**config.mk**
```make
export PLATFORM = sky130hd
export DESIGN_NAME = seg_top
export DESIGN_NICKNAME = d
export VERILOG_FILES = /design/src/source/seg_pkg.sv /design/src/source/max_pool.sv /design/src/source/skip_line_delay.sv /design/src/source/unpool_merge.sv /design/src/source/class_argmax.sv /design/src/source/seg_top.sv
export SDC_FILE = /design/constraint.sdc
export NUM_CORES = 2
export LEC_CHECK = 0
export ABC_CLOCK_PERIOD_IN_PS = 11600
export BUFFER_PORTS_ARGS = -buffer_cell sky130_fd_sc_hd__buf_2
export CAP_MARGIN = 10
export CORE_ASPECT_RATIO = 1.75
export CORE_MARGIN = 3
export CORE_UTILIZATION = 40
export DETAILED_ROUTE_END_ITERATION = 6
export REMOVE_ABC_BUFFERS = 1
export SLEW_MARGIN = 20
export SYNTH_ARGS = -nofsm -noshare
export SYNTH_HDL_FRONTEND = slang
export SYNTH_SLANG_ARGS = --single-unit
```
**constraint.sdc**
```tcl
create_clock -name clock -period 11.6 [get_ports clock]
set_input_delay 2.32 -clock clock [delete_from_list [all_inputs] [get_ports clock]]
set_output_delay 2.32 -clock clock [all_outputs]
set_load 0.05 [all_outputs]
```
**src/source/seg_pkg.sv**
```systemverilog
package seg_pkg;

    // ------------------------------------------------------------------
    // Frame geometry
    // ------------------------------------------------------------------
    localparam int FRAME_WIDTH  = 16;
    localparam int FRAME_HEIGHT = 8;
    localparam int H_W          = $clog2(FRAME_WIDTH);
    localparam int V_W          = $clog2(FRAME_HEIGHT);

    // One pooled column per horizontal pair
    localparam int POOL_COLS = FRAME_WIDTH / 2;
    localparam int POOL_CW   = H_W - 1;

    // ------------------------------------------------------------------
    // Scores and pipeline depth
    // ------------------------------------------------------------------
    localparam int NUM_CLASSES = 4;
    localparam int SCORE_W     = 13;
    localparam int MERGE_W     = SCORE_W + 1;

    localparam int SKIP_DEPTH   = 2 * FRAME_WIDTH;
    localparam int SKIP_AW      = $clog2(SKIP_DEPTH);
    localparam int SKIP_FILL_W  = $clog2(SKIP_DEPTH + 1);
    localparam int PIPE_LATENCY = SKIP_DEPTH + 3;

    typedef logic signed [SCORE_W-1:0] score_t;
    typedef logic signed [MERGE_W-1:0] merge_t;

    typedef score_t [NUM_CLASSES-1:0] score_vec_t;
    typedef merge_t [NUM_CLASSES-1:0] merge_vec_t;

    typedef struct packed {
        logic [V_W-1:0] vcnt;
        logic [H_W-1:0] hcnt;
        score_vec_t     score;
    } pixel_t;

    typedef enum logic [1:0] {
        CLASS_0 = 2'd0,
        CLASS_1 = 2'd1,
        CLASS_2 = 2'd2,
        CLASS_3 = 2'd3
    } class_label_e;

endpackage

```
**src/source/max_pool.sv**
```systemverilog
`timescale 1ns/1ns

module max_pool (
    input  logic                        clock,
    input  logic                        rst_n,
    input  seg_pkg::pixel_t             in_pix,
    input  logic                        pool_rd_row,
    input  logic [seg_pkg::POOL_CW-1:0] pool_rd_col,
    output seg_pkg::score_vec_t         pool_rd_data
);

    import seg_pkg::*;

    // Left pixel of the current horizontal pair
    score_vec_t pair_hold;
    score_vec_t pair_max;

    // Pair maxima of the even row, waiting for the odd row
    score_vec_t line_max [POOL_COLS];

    // Pooled rows, banked by pooled row parity
    score_vec_t pool_bank [2][POOL_COLS];

    logic [POOL_CW-1:0] col;

    // Raster tracking for the step check
    logic [H_W-1:0] prev_hcnt;
    logic           prev_seen;

    function automatic score_vec_t vec_max(input score_vec_t a, input score_vec_t b);
        score_vec_t res;
        score_t     ca;
        score_t     cb;
        for (int c = 0; c < NUM_CLASSES; c++) begin
            ca = a[c];
            cb = b[c];
            res[c] = (ca > cb) ? ca : cb;
        end
        return res;
    endfunction

    assign col      = in_pix.hcnt[H_W-1:1];
    assign pair_max = vec_max(pair_hold, in_pix.score);

    // ------------------------------------------------------------------
    // Pooling
    // ------------------------------------------------------------------
    // Even column: hold the left pixel
    // Odd column, even row: park the pair maximum
    // Odd column, odd row: block maximum into the bank
    always_ff @(posedge clock) begin
        if (!in_pix.hcnt[0]) begin
            pair_hold <= in_pix.score;
        end else if (!in_pix.vcnt[0]) begin
            line_max[col] <= pair_max;
        end else begin
            pool_bank[in_pix.vcnt[1]][col] <= vec_max(line_max[col], pair_max);
        end
    end

    // Read side for the unpooling stage
    assign pool_rd_data = pool_bank[pool_rd_row][pool_rd_col];

    // ------------------------------------------------------------------
    // Raster check
    // ------------------------------------------------------------------
    always_ff @(posedge clock or negedge rst_n) begin
        if (!rst_n) begin
            prev_hcnt <= '0;
            prev_seen <= 1'b0;
        end else begin
            prev_hcnt <= in_pix.hcnt;
            prev_seen <= 1'b1;
        end
    end

    // Pair and line phases rely on an unbroken pixel stream
    hcnt_step_a: assert property (
        @(posedge clock) disable iff (!rst_n)
        prev_seen |-> (in_pix.hcnt == ((prev_hcnt == H_W'(FRAME_WIDTH - 1)) ?
                                       H_W'(0) : H_W'(prev_hcnt + 1'b1)))
    );

endmodule

```
**src/source/skip_line_delay.sv**
```systemverilog
`timescale 1ns/1ns

module skip_line_delay (
    input  logic            clock,
    input  logic            rst_n,
    input  seg_pkg::pixel_t in_pix,
    output seg_pkg::pixel_t skip_pix,
    output logic            skip_valid
);

    import seg_pkg::*;

    // Two full lines of raw pixels
    pixel_t line_ram [SKIP_DEPTH];

    logic [SKIP_AW-1:0]     addr;
    logic [SKIP_FILL_W-1:0] fill_cnt;

    // ------------------------------------------------------------------
    // Circular buffer
    // ------------------------------------------------------------------
    // Slot is read out in the cycle it is overwritten
    assign skip_pix = line_ram[addr];

    always_ff @(posedge clock) begin
        line_ram[addr] <= in_pix;
    end

    always_ff @(posedge clock or negedge rst_n) begin
        if (!rst_n) begin
            addr <= '0;
        end else if (addr == SKIP_AW'(SKIP_DEPTH - 1)) begin
            addr <= '0;
        end else begin
            addr <= addr + 1'b1;
        end
    end

    // ------------------------------------------------------------------
    // Fill tracking
    // ------------------------------------------------------------------
    // Saturates once the buffer has wrapped
    always_ff @(posedge clock or negedge rst_n) begin
        if (!rst_n) begin
            fill_cnt <= '0;
        end else if (!skip_valid) begin
            fill_cnt <= fill_cnt + 1'b1;
        end
    end

    assign skip_valid = (fill_cnt == SKIP_FILL_W'(SKIP_DEPTH));

    // Stream stays valid until the next reset
    skip_valid_hold_a: assert property (
        @(posedge clock) disable iff (!rst_n)
        skip_valid |=> skip_valid
    );

endmodule

```
**src/source/unpool_merge.sv**
```systemverilog
`timescale 1ns/1ns

module unpool_merge (
    input  logic                        clock,
    input  logic                        rst_n,
    input  seg_pkg::pixel_t             skip_pix,
    input  logic                        skip_valid,
    output logic                        pool_rd_row,
    output logic [seg_pkg::POOL_CW-1:0] pool_rd_col,
    input  seg_pkg::score_vec_t         pool_rd_data,
    output seg_pkg::merge_vec_t         merged,
    output logic [seg_pkg::V_W-1:0]     merged_vcnt,
    output logic [seg_pkg::H_W-1:0]     merged_hcnt,
    output logic                        merged_valid
);

    import seg_pkg::*;

    merge_vec_t merge_next;

    // ------------------------------------------------------------------
    // Nearest-neighbour lookup
    // ------------------------------------------------------------------
    // Halved coordinates, row parity picks the bank
    assign pool_rd_row = skip_pix.vcnt[1];
    assign pool_rd_col = skip_pix.hcnt[H_W-1:1];

    // Sign extended per channel, one spare bit for the sum
    always_comb begin
        score_t skip_val;
        score_t pool_val;
        for (int c = 0; c < NUM_CLASSES; c++) begin
            skip_val      = skip_pix.score[c];
            pool_val      = pool_rd_data[c];
            merge_next[c] = merge_t'(skip_val) + merge_t'(pool_val);
        end
    end

    // ------------------------------------------------------------------
    // Output register
    // ------------------------------------------------------------------
    always_ff @(posedge clock) begin
        merged      <= merge_next;
        merged_vcnt <= skip_pix.vcnt;
        merged_hcnt <= skip_pix.hcnt;
    end

    always_ff @(posedge clock or negedge rst_n) begin
        if (!rst_n) begin
            merged_valid <= 1'b0;
        end else begin
            merged_valid <= skip_valid;
        end
    end

endmodule

```
**src/source/class_argmax.sv**
```systemverilog
`timescale 1ns/1ns

module class_argmax (
    input  logic                    clock,
    input  logic                    rst_n,
    input  seg_pkg::merge_vec_t     merged,
    input  logic [seg_pkg::V_W-1:0] merged_vcnt,
    input  logic [seg_pkg::H_W-1:0] merged_hcnt,
    input  logic                    merged_valid,
    output seg_pkg::class_label_e   out_label,
    output logic [seg_pkg::V_W-1:0] out_vcnt,
    output logic [seg_pkg::H_W-1:0] out_hcnt,
    output logic                    out_valid
);

    import seg_pkg::*;

    merge_t ch0;
    merge_t ch1;
    merge_t ch2;
    merge_t ch3;

    // Stage one results
    merge_t         max_lo;
    merge_t         max_hi;
    class_label_e   win_lo;
    class_label_e   win_hi;
    logic [V_W-1:0] vcnt_s1;
    logic [H_W-1:0] hcnt_s1;
    logic           valid_s1;

    assign ch0 = merged[0];
    assign ch1 = merged[1];
    assign ch2 = merged[2];
    assign ch3 = merged[3];

    // ------------------------------------------------------------------
    // Comparator tree
    // ------------------------------------------------------------------
    // Only a strictly greater score wins, so ties go upward
    always_ff @(posedge clock) begin
        if (ch0 > ch1) begin
            max_lo <= ch0;
            win_lo <= CLASS_0;
        end else begin
            max_lo <= ch1;
            win_lo <= CLASS_1;
        end
        if (ch2 > ch3) begin
            max_hi <= ch2;
            win_hi <= CLASS_2;
        end else begin
            max_hi <= ch3;
            win_hi <= CLASS_3;
        end
        vcnt_s1 <= merged_vcnt;
        hcnt_s1 <= merged_hcnt;

        out_label <= (max_lo > max_hi) ? win_lo : win_hi;
        out_vcnt  <= vcnt_s1;
        out_hcnt  <= hcnt_s1;
    end

    always_ff @(posedge clock or negedge rst_n) begin
        if (!rst_n) begin
            valid_s1  <= 1'b0;
            out_valid <= 1'b0;
        end else begin
            valid_s1  <= merged_valid;
            out_valid <= valid_s1;
        end
    end

endmodule

```
**src/source/seg_top.sv**
```systemverilog
`timescale 1ns/1ns

module seg_top (
    input  logic                    clock,
    input  logic                    rst_n,
    input  seg_pkg::score_vec_t     in_score,
    input  logic [seg_pkg::V_W-1:0] in_vcnt,
    input  logic [seg_pkg::H_W-1:0] in_hcnt,
    output seg_pkg::class_label_e   out_label,
    output logic [seg_pkg::V_W-1:0] out_vcnt,
    output logic [seg_pkg::H_W-1:0] out_hcnt,
    output logic                    out_valid
);

    import seg_pkg::*;

    pixel_t in_pix;
    pixel_t skip_pix;
    logic   skip_valid;

    logic               pool_rd_row;
    logic [POOL_CW-1:0] pool_rd_col;
    score_vec_t         pool_rd_data;

    merge_vec_t     merged;
    logic [V_W-1:0] merged_vcnt;
    logic [H_W-1:0] merged_hcnt;
    logic           merged_valid;

    assign in_pix = '{vcnt: in_vcnt, hcnt: in_hcnt, score: in_score};

    // ------------------------------------------------------------------
    // Encoder side and skip path
    // ------------------------------------------------------------------
    max_pool u_max_pool (
        .clock        (clock),
        .rst_n        (rst_n),
        .in_pix       (in_pix),
        .pool_rd_row  (pool_rd_row),
        .pool_rd_col  (pool_rd_col),
        .pool_rd_data (pool_rd_data)
    );

    skip_line_delay u_skip_line_delay (
        .clock      (clock),
        .rst_n      (rst_n),
        .in_pix     (in_pix),
        .skip_pix   (skip_pix),
        .skip_valid (skip_valid)
    );

    // ------------------------------------------------------------------
    // Decoder side and label
    // ------------------------------------------------------------------
    unpool_merge u_unpool_merge (
        .clock        (clock),
        .rst_n        (rst_n),
        .skip_pix     (skip_pix),
        .skip_valid   (skip_valid),
        .pool_rd_row  (pool_rd_row),
        .pool_rd_col  (pool_rd_col),
        .pool_rd_data (pool_rd_data),
        .merged       (merged),
        .merged_vcnt  (merged_vcnt),
        .merged_hcnt  (merged_hcnt),
        .merged_valid (merged_valid)
    );

    class_argmax u_class_argmax (
        .clock        (clock),
        .rst_n        (rst_n),
        .merged       (merged),
        .merged_vcnt  (merged_vcnt),
        .merged_hcnt  (merged_hcnt),
        .merged_valid (merged_valid),
        .out_label    (out_label),
        .out_vcnt     (out_vcnt),
        .out_hcnt     (out_hcnt),
        .out_valid    (out_valid)
    );

endmodule

```
-- Word-level counts from Yosys, hierarchy flattened
Memory sizes are Yosys's and may differ from the RTL's.
Index checks and enable logic that the tools add are counted.
Widths: inputs -> output; s select.
- equality and inequality tests: 2
- $lt $le $gt $ge: 14
- reduce and logical (&&, ||, !) cells: 1
- add/subtract/negate cells: 6
- bitwise operators: 2
- multiplexer cells: 25
- operators by type and width (kind ; count):
    $mux 416 ; 1
    $bmux 52 s3 ; 1
    $demux 52 s3 ; 1
    $mux 52 ; 3
    $gt 13x13->1 ; 8
    $mux 13 ; 8
    $add 13x13->14 ; 4
    $gt 14x14->1 ; 3
    $mux 14 ; 2
    $ge 4x4->1 const B ; 2
    $not 3->4 ; 2
    $mux 1 ; 7
    $add 6x1->6 const B ; 1
    $eq 6x6->1 const B ; 1
    $add 5x1->5 const B ; 1
    $eq 5x5->1 const B ; 1
    $mux 5 ; 1
    $lt 4x1->1 const B ; 1
    $mux 2 ; 1
    $logic_and 1x1->1 ; 1
- output and inout bits: 10
- memory bits (writable): 3136
- bits of input ports: 61
- register bits: 176
- memories: 3
- memory list (name ; depth ; width ; read ports ; clocked after memory_dff ; wr ports ; RTL line ; RTL):
    u_skip_line_delay.line_ram ; 32 ; 59 ; 1 ; 0 ; 1 ; skip_line_delay.sv:14 ; pixel_t line_ram [SKIP_DEPTH];
    u_max_pool.pool_bank ; 2 ; 416 ; 1 ; 0 ; 1 ; max_pool.sv:22 ; score_vec_t pool_bank [2][POOL_COLS];
    u_max_pool.line_max ; 8 ; 52 ; 1 ; 0 ; 1 ; max_pool.sv:19 ; score_vec_t line_max [POOL_COLS];

-- Logic depth before layout (Yosys ltp)
- depth in word-level cells: 6
- depth in mapped cells: 25
- mapped depth without buffers: 19

-- By module
Synthesis repeated with hierarchy kept, for this count alone.
- cells, all modules: 6976
- area total of the unflattened synthesis: 129830.8 um^2
- modules (own cells, without submodules) (module ; seq. area each (um^2) ; area an instance (um^2) ; instances ; cells each):
    skip_line_delay ; 56969.6 ; 71966.5 ; 1 ; 3806
    max_pool ; 39037.4 ; 51535.7 ; 1 ; 2522
    unpool_merge ; 1286.2 ; 3811.2 ; 1 ; 417
    class_argmax ; 970.9 ; 2517.4 ; 1 ; 231

-- Worst setup path before layout
No wires, ideal clock.
- path type: input to register
- start point: in in_score[6] (netlist bit)
- end point: mem u_max_pool.pool_bank[0][106] (netlist bit) (data pin)
- slack: 3.940 ns
- cell stages on the path: 20
- buffers on the path: 3
- required time: 11.304 ns
- data arrival time: 7.364 ns
- cells stage by stage: inv_1 > ha_1 > a21o_1 > a21o_1 > a21oi_1 > nor2_1 > a2111oi_0 > mux2i_1 > clkbuf_1 > mux2i_1 > ha_1 > a21o_1 > a21o_1 > a21oi_1 > nor2_1 > a2111oi_0 > a211o_1 > clkbuf_1 > buf_1 > mux2i_1
- longest elaborated chain between the ends: 4
- ends and longest elaborated chain (what ; RTL line ; RTL):
    from (decl) ; seg_top.sv:6 ; input seg_pkg::score_vec_t in_score,
    $gt 13x13->1 ; max_pool.sv:37 ; res[c] = (ca > cb) ? ca : cb;
    $mux 13 * ; max_pool.sv:37 ;
    $gt 13x13->1 ; max_pool.sv:37 ;
    $mux 13 * ; max_pool.sv:37 ;
    to (decl) ; max_pool.sv:22 ;
Mark *: on every way between the ends. The rest lies on a longest branch, timed or not.

-- Final worst setup path
- start point: in in_score[14] (netlist bit)
- end point: mem u_max_pool.pool_bank[1][125] (netlist bit) (data pin)
The elaborated chain is that of the path after synthesis.

==> summary.txt <==
Synth
  • Ys async rst share: 0.00423
  • Ys flop type: edfxtp_1
  • Synthesized instance count: ~6200
  • Most area-consuming cells after synthesis: edfxtp_1, mux4_2, ha_1
  • Post-Syn Area per Cell: between 20 and 25 um2
  • Post-synth top cells: edfxtp_1, mux4_2, a22oi_1
  • Number of flops mapped to enable cells by yosys: between 3000 and 4000
  • FF+latch count, synth: between 3000 and 4000
  • YS warnings: 0
  • Most common cell in the synthesized netlist: edfxtp_1
  • Top cell type by total area after synthesis: edfxtp_1
  • Mapped cell area: roughly 0.13 mm2
  • Yosys top cell area share: 0.747
  • Seq/Total Area, Yosys: 0.767
  • Yosys cell types: 61

Routing
  • ANT nets after route: 0
  • DR vias/cell: between 5 and 6
  • Drt initial violations: between 7000 and 8000
  • Drt first pass iters: 5
  • DRT Wirelength: between 300 and 400 mm
  • Drc violations: 0
  • Vias post-DR: roughly 65000
  • WL/cell: 33.0 um

STA
  • Worst Tran Pin Value: between 1000 and 1500 ps
  • Final Hold Fails: 0
  • Setup TNS: 0 ps
  • Worst slew margin: 0.113
  • Final Skew: roughly 52 ps
  • Final Slew Violations: 0
  • Final Cycle Share: 0.662
  • RSZ-0062 raised after global routing: false
  • Endpoints failing setup: 0
  • Hold WS: 327 ps
  • Achievable Freq: 130 MHz
  • Tmin final: roughly 7700 ps

Worst hold path
  • Hold path cells: 0
  • Tightest Hold Check Type: flop to flop
  • Hold_sp: u_class_argmax.vcnt_s1[1]
  • Hold Path End: u_class_argmax.out_vcnt[1]

Clock network
  • Clock transition at the registers of the reported paths: around 60 ps
  • Max clock buf depth: 4
  • Clk sinks: 3311
  • CTS HTree Levels: 5
  • Total CTS buffers: about 290
  • Clk_lat worst skew: slightly below 900 ps
  • Setup Fix Bufs, Post-CTS: 0
  • CTS tree: yes
  • Post_cts resized: 0
  • Root Driver: clkbuf_16
  • Hold-fix buffers at CTS: 0

Floorplan
  • # IOs: between 70 and 80
  • Core Area: between 0.3 and 0.4 mm2
  • Die Span Y: ~750 um
  • Rows: 274
  • Starting Density: 0.402
  • Die Wd: approximately 430 um
  • Full die area: about 0.33 mm2

Job
  • Max-cap violations: 0

GRT
  • Global-route wire length before repair: 503 mm
  • Vias in the first global route: about 67000
  • Initial antenna violation count: 24
  • Largest net degree at the start of global routing: about 90
  • Total track usage: 0.217
  • GRT overflow: 0

Power
  • Sw frac: 0.214
  • Pleak: 46.9 nW
  • Internal power: between 15 and 20 mW
  • Power per Cell Area: ~170 mW/mm2
  • Gate power share: 0.046
  • Max IR drop VDD: between 90 and 100 uV
  • NetSw: 5.16 mW
  • Clock share of power: 0.393
  • Sequential power share: 0.562

Placed design
  • DP HPWL: 210 mm
  • Inst Count DP: 10300
  • Routability congestion estimate: 0.857
  • Port Buffer Count: 70

Setup path
  • Setup crit start kind: input port
  • Worst EP required: roughly 12000 ps
  • Critical path class: input port to flop
  • Crit end category: flop
  • Worst r2r src: u_skip_line_delay.addr[0]
  • FF-to-FF path depth: 20
  • Crit Path Max Fanout: 35
  • Worst EP arrival: between 8000 and 9000 ps
  • Crit path from: in_score[14]
  • Worst R2R End: u_unpool_merge.merged[12]
  • R2r setup slk: around 4600 ps

Cells and area
  • Final nets: approximately 6800
  • Final design utilization: 0.452
  • Area Overhead vs Synth: 12.3%
  • Share of cells above drive strength 1: 0.230
  • Layout filler cell count: 26500
  • Final Non-Filler Cells: between 10000 and 15000

Status
  • Outcome: finished, final reports clean
-- placed cells by master, fill, tap and decap left out, types with 33 or more instances in the layout --
master	instances
buf_4	226
a21o_1	35
o21ai_0	36
a22oi_1	316
buf_2	70
mux2i_1	129
nor2_1	46
xnor2_1	39
clkbuf_16	298
clkinv_1	48
a21oi_1	62
nand2_1	115
ha_1	205
clkinv_2	49
and4_1	55
nand4_1	33
clkbuf_1	57
inv_1	230
o22ai_1	224
mux4_2	656
edfxtp_1	3188
dfxtp_1	109
-- per-layer routing --
metal | wire, um | vias up | global-route usage
met2 | 189000 | 2798 | 0.387
met5 | 97 | - | 0
met1 | 131000 | 34900 | 0.267
met4 | 14100 | 14 | 0.0800
met3 | 24100 | 695 | 0.0299
li1 | - | 26400 | -
-- how the worst max path moves through the flow --
stage	slack, ps	to	cells past startpoint
CTS	3880	u_max_pool.pool_bank[1][152]	22
floorplan	-29290	u_unpool_merge.merged[38]	17
detailed placement	2960	u_max_pool.pool_bank[1][100]	22
global route	3610	u_max_pool.pool_bank[1][125]	20
global placement	2950	u_max_pool.pool_bank[0][152]	21
finish	3930	u_max_pool.pool_bank[1][125]	20
-- kinds of logic after synthesis --
logic type | after synthesis | synth area share
compound gates | 757 | 0.0404
mux | 839 | 0.130
flops | 3311 | 0.767
xor+xnor | 51 | 0.00349
simple gates | 495 | 0.0213
fa+ha+maj | 209 | 0.0206
buf+inv | 525 | 0.0173
-- through the flow --
| step | total power [mW] | setup slack (ps) | area (um2) |
|---|---|---|---|
| 2_1_floorplan | 14.3 | -29290 | 127000 |
| 3_3_place_gp | 14.8 | 2950 | 135000 |
| 3_5_place_dp | 14.9 | 2960 | 135000 |
| 4_1_cts | 24.2 | 3880 | 144000 |
| 5_1_grt | 24.8 | 3610 | 144000 |
| 6_report | 24.1 | 3930 | 144000 |
-- registers in the layout (all words and copies together) (netlist names) --
register and count:
u_class_argmax.max_lo 14, u_unpool_merge.merged_hcnt 4, u_unpool_merge.merged_vcnt 3, u_skip_line_delay.addr 5
u_class_argmax.win_lo 1, u_class_argmax.out_hcnt 4, u_class_argmax.max_hi 14, u_unpool_merge.merged_valid 1
u_class_argmax.win_hi 1, u_class_argmax.out_label 2, u_class_argmax.vcnt_s1 3, u_class_argmax.valid_s1 1
u_class_argmax.out_vcnt 3, u_class_argmax.out_valid 1, u_skip_line_delay.line_ram 1888, u_max_pool.line_max 416
u_class_argmax.hcnt_s1 4, u_max_pool.pair_hold 52, u_max_pool.pool_bank 832, u_skip_line_delay.fill_cnt 6
u_unpool_merge.merged 56
-- power by group through the flow --
stage,Combinational (mW),Clock (mW),Sequential (mW)
6_report,1.10,9.46,13.5
3_3_place_gp,1.03,0,13.8
2_1_floorplan,0.530,0,13.8
4_1_cts,1.08,9.62,13.5
3_5_place_dp,1.08,0,13.8
5_1_grt,1.19,10.0,13.5
-- worst max-delay path: stages --
cell and delay (ps):
buf_2 470, inv_1 100, ha_1 320, nor2b_1 130, o21a_1 160, o21ai_0 140
a21oi_1 100, a2111oi_0 630, mux2i_2 400, buf_4 310, mux2i_1 350, ha_1 300
nor2b_1 130, o21a_1 160, o21a_1 160, o21a_1 160, o21ai_0 170, o211ai_1 120
nand2_1 700, mux2i_2 830
-- layout make-up --
class	count	area, um2	share of cell area
antenna	7	17.5	0.000122
clock buffer	358	7710	0.0536
clock inverter	156	1300	0.00906
inverter	233	875	0.00608
multi-input combinational	2351	28300	0.197
sequential	3311	98300	0.683
tap	4140	5180	0.0360
timing repair buffer	308	2290	0.0159
No activity file was read; power rests on OpenSTA's default activity.
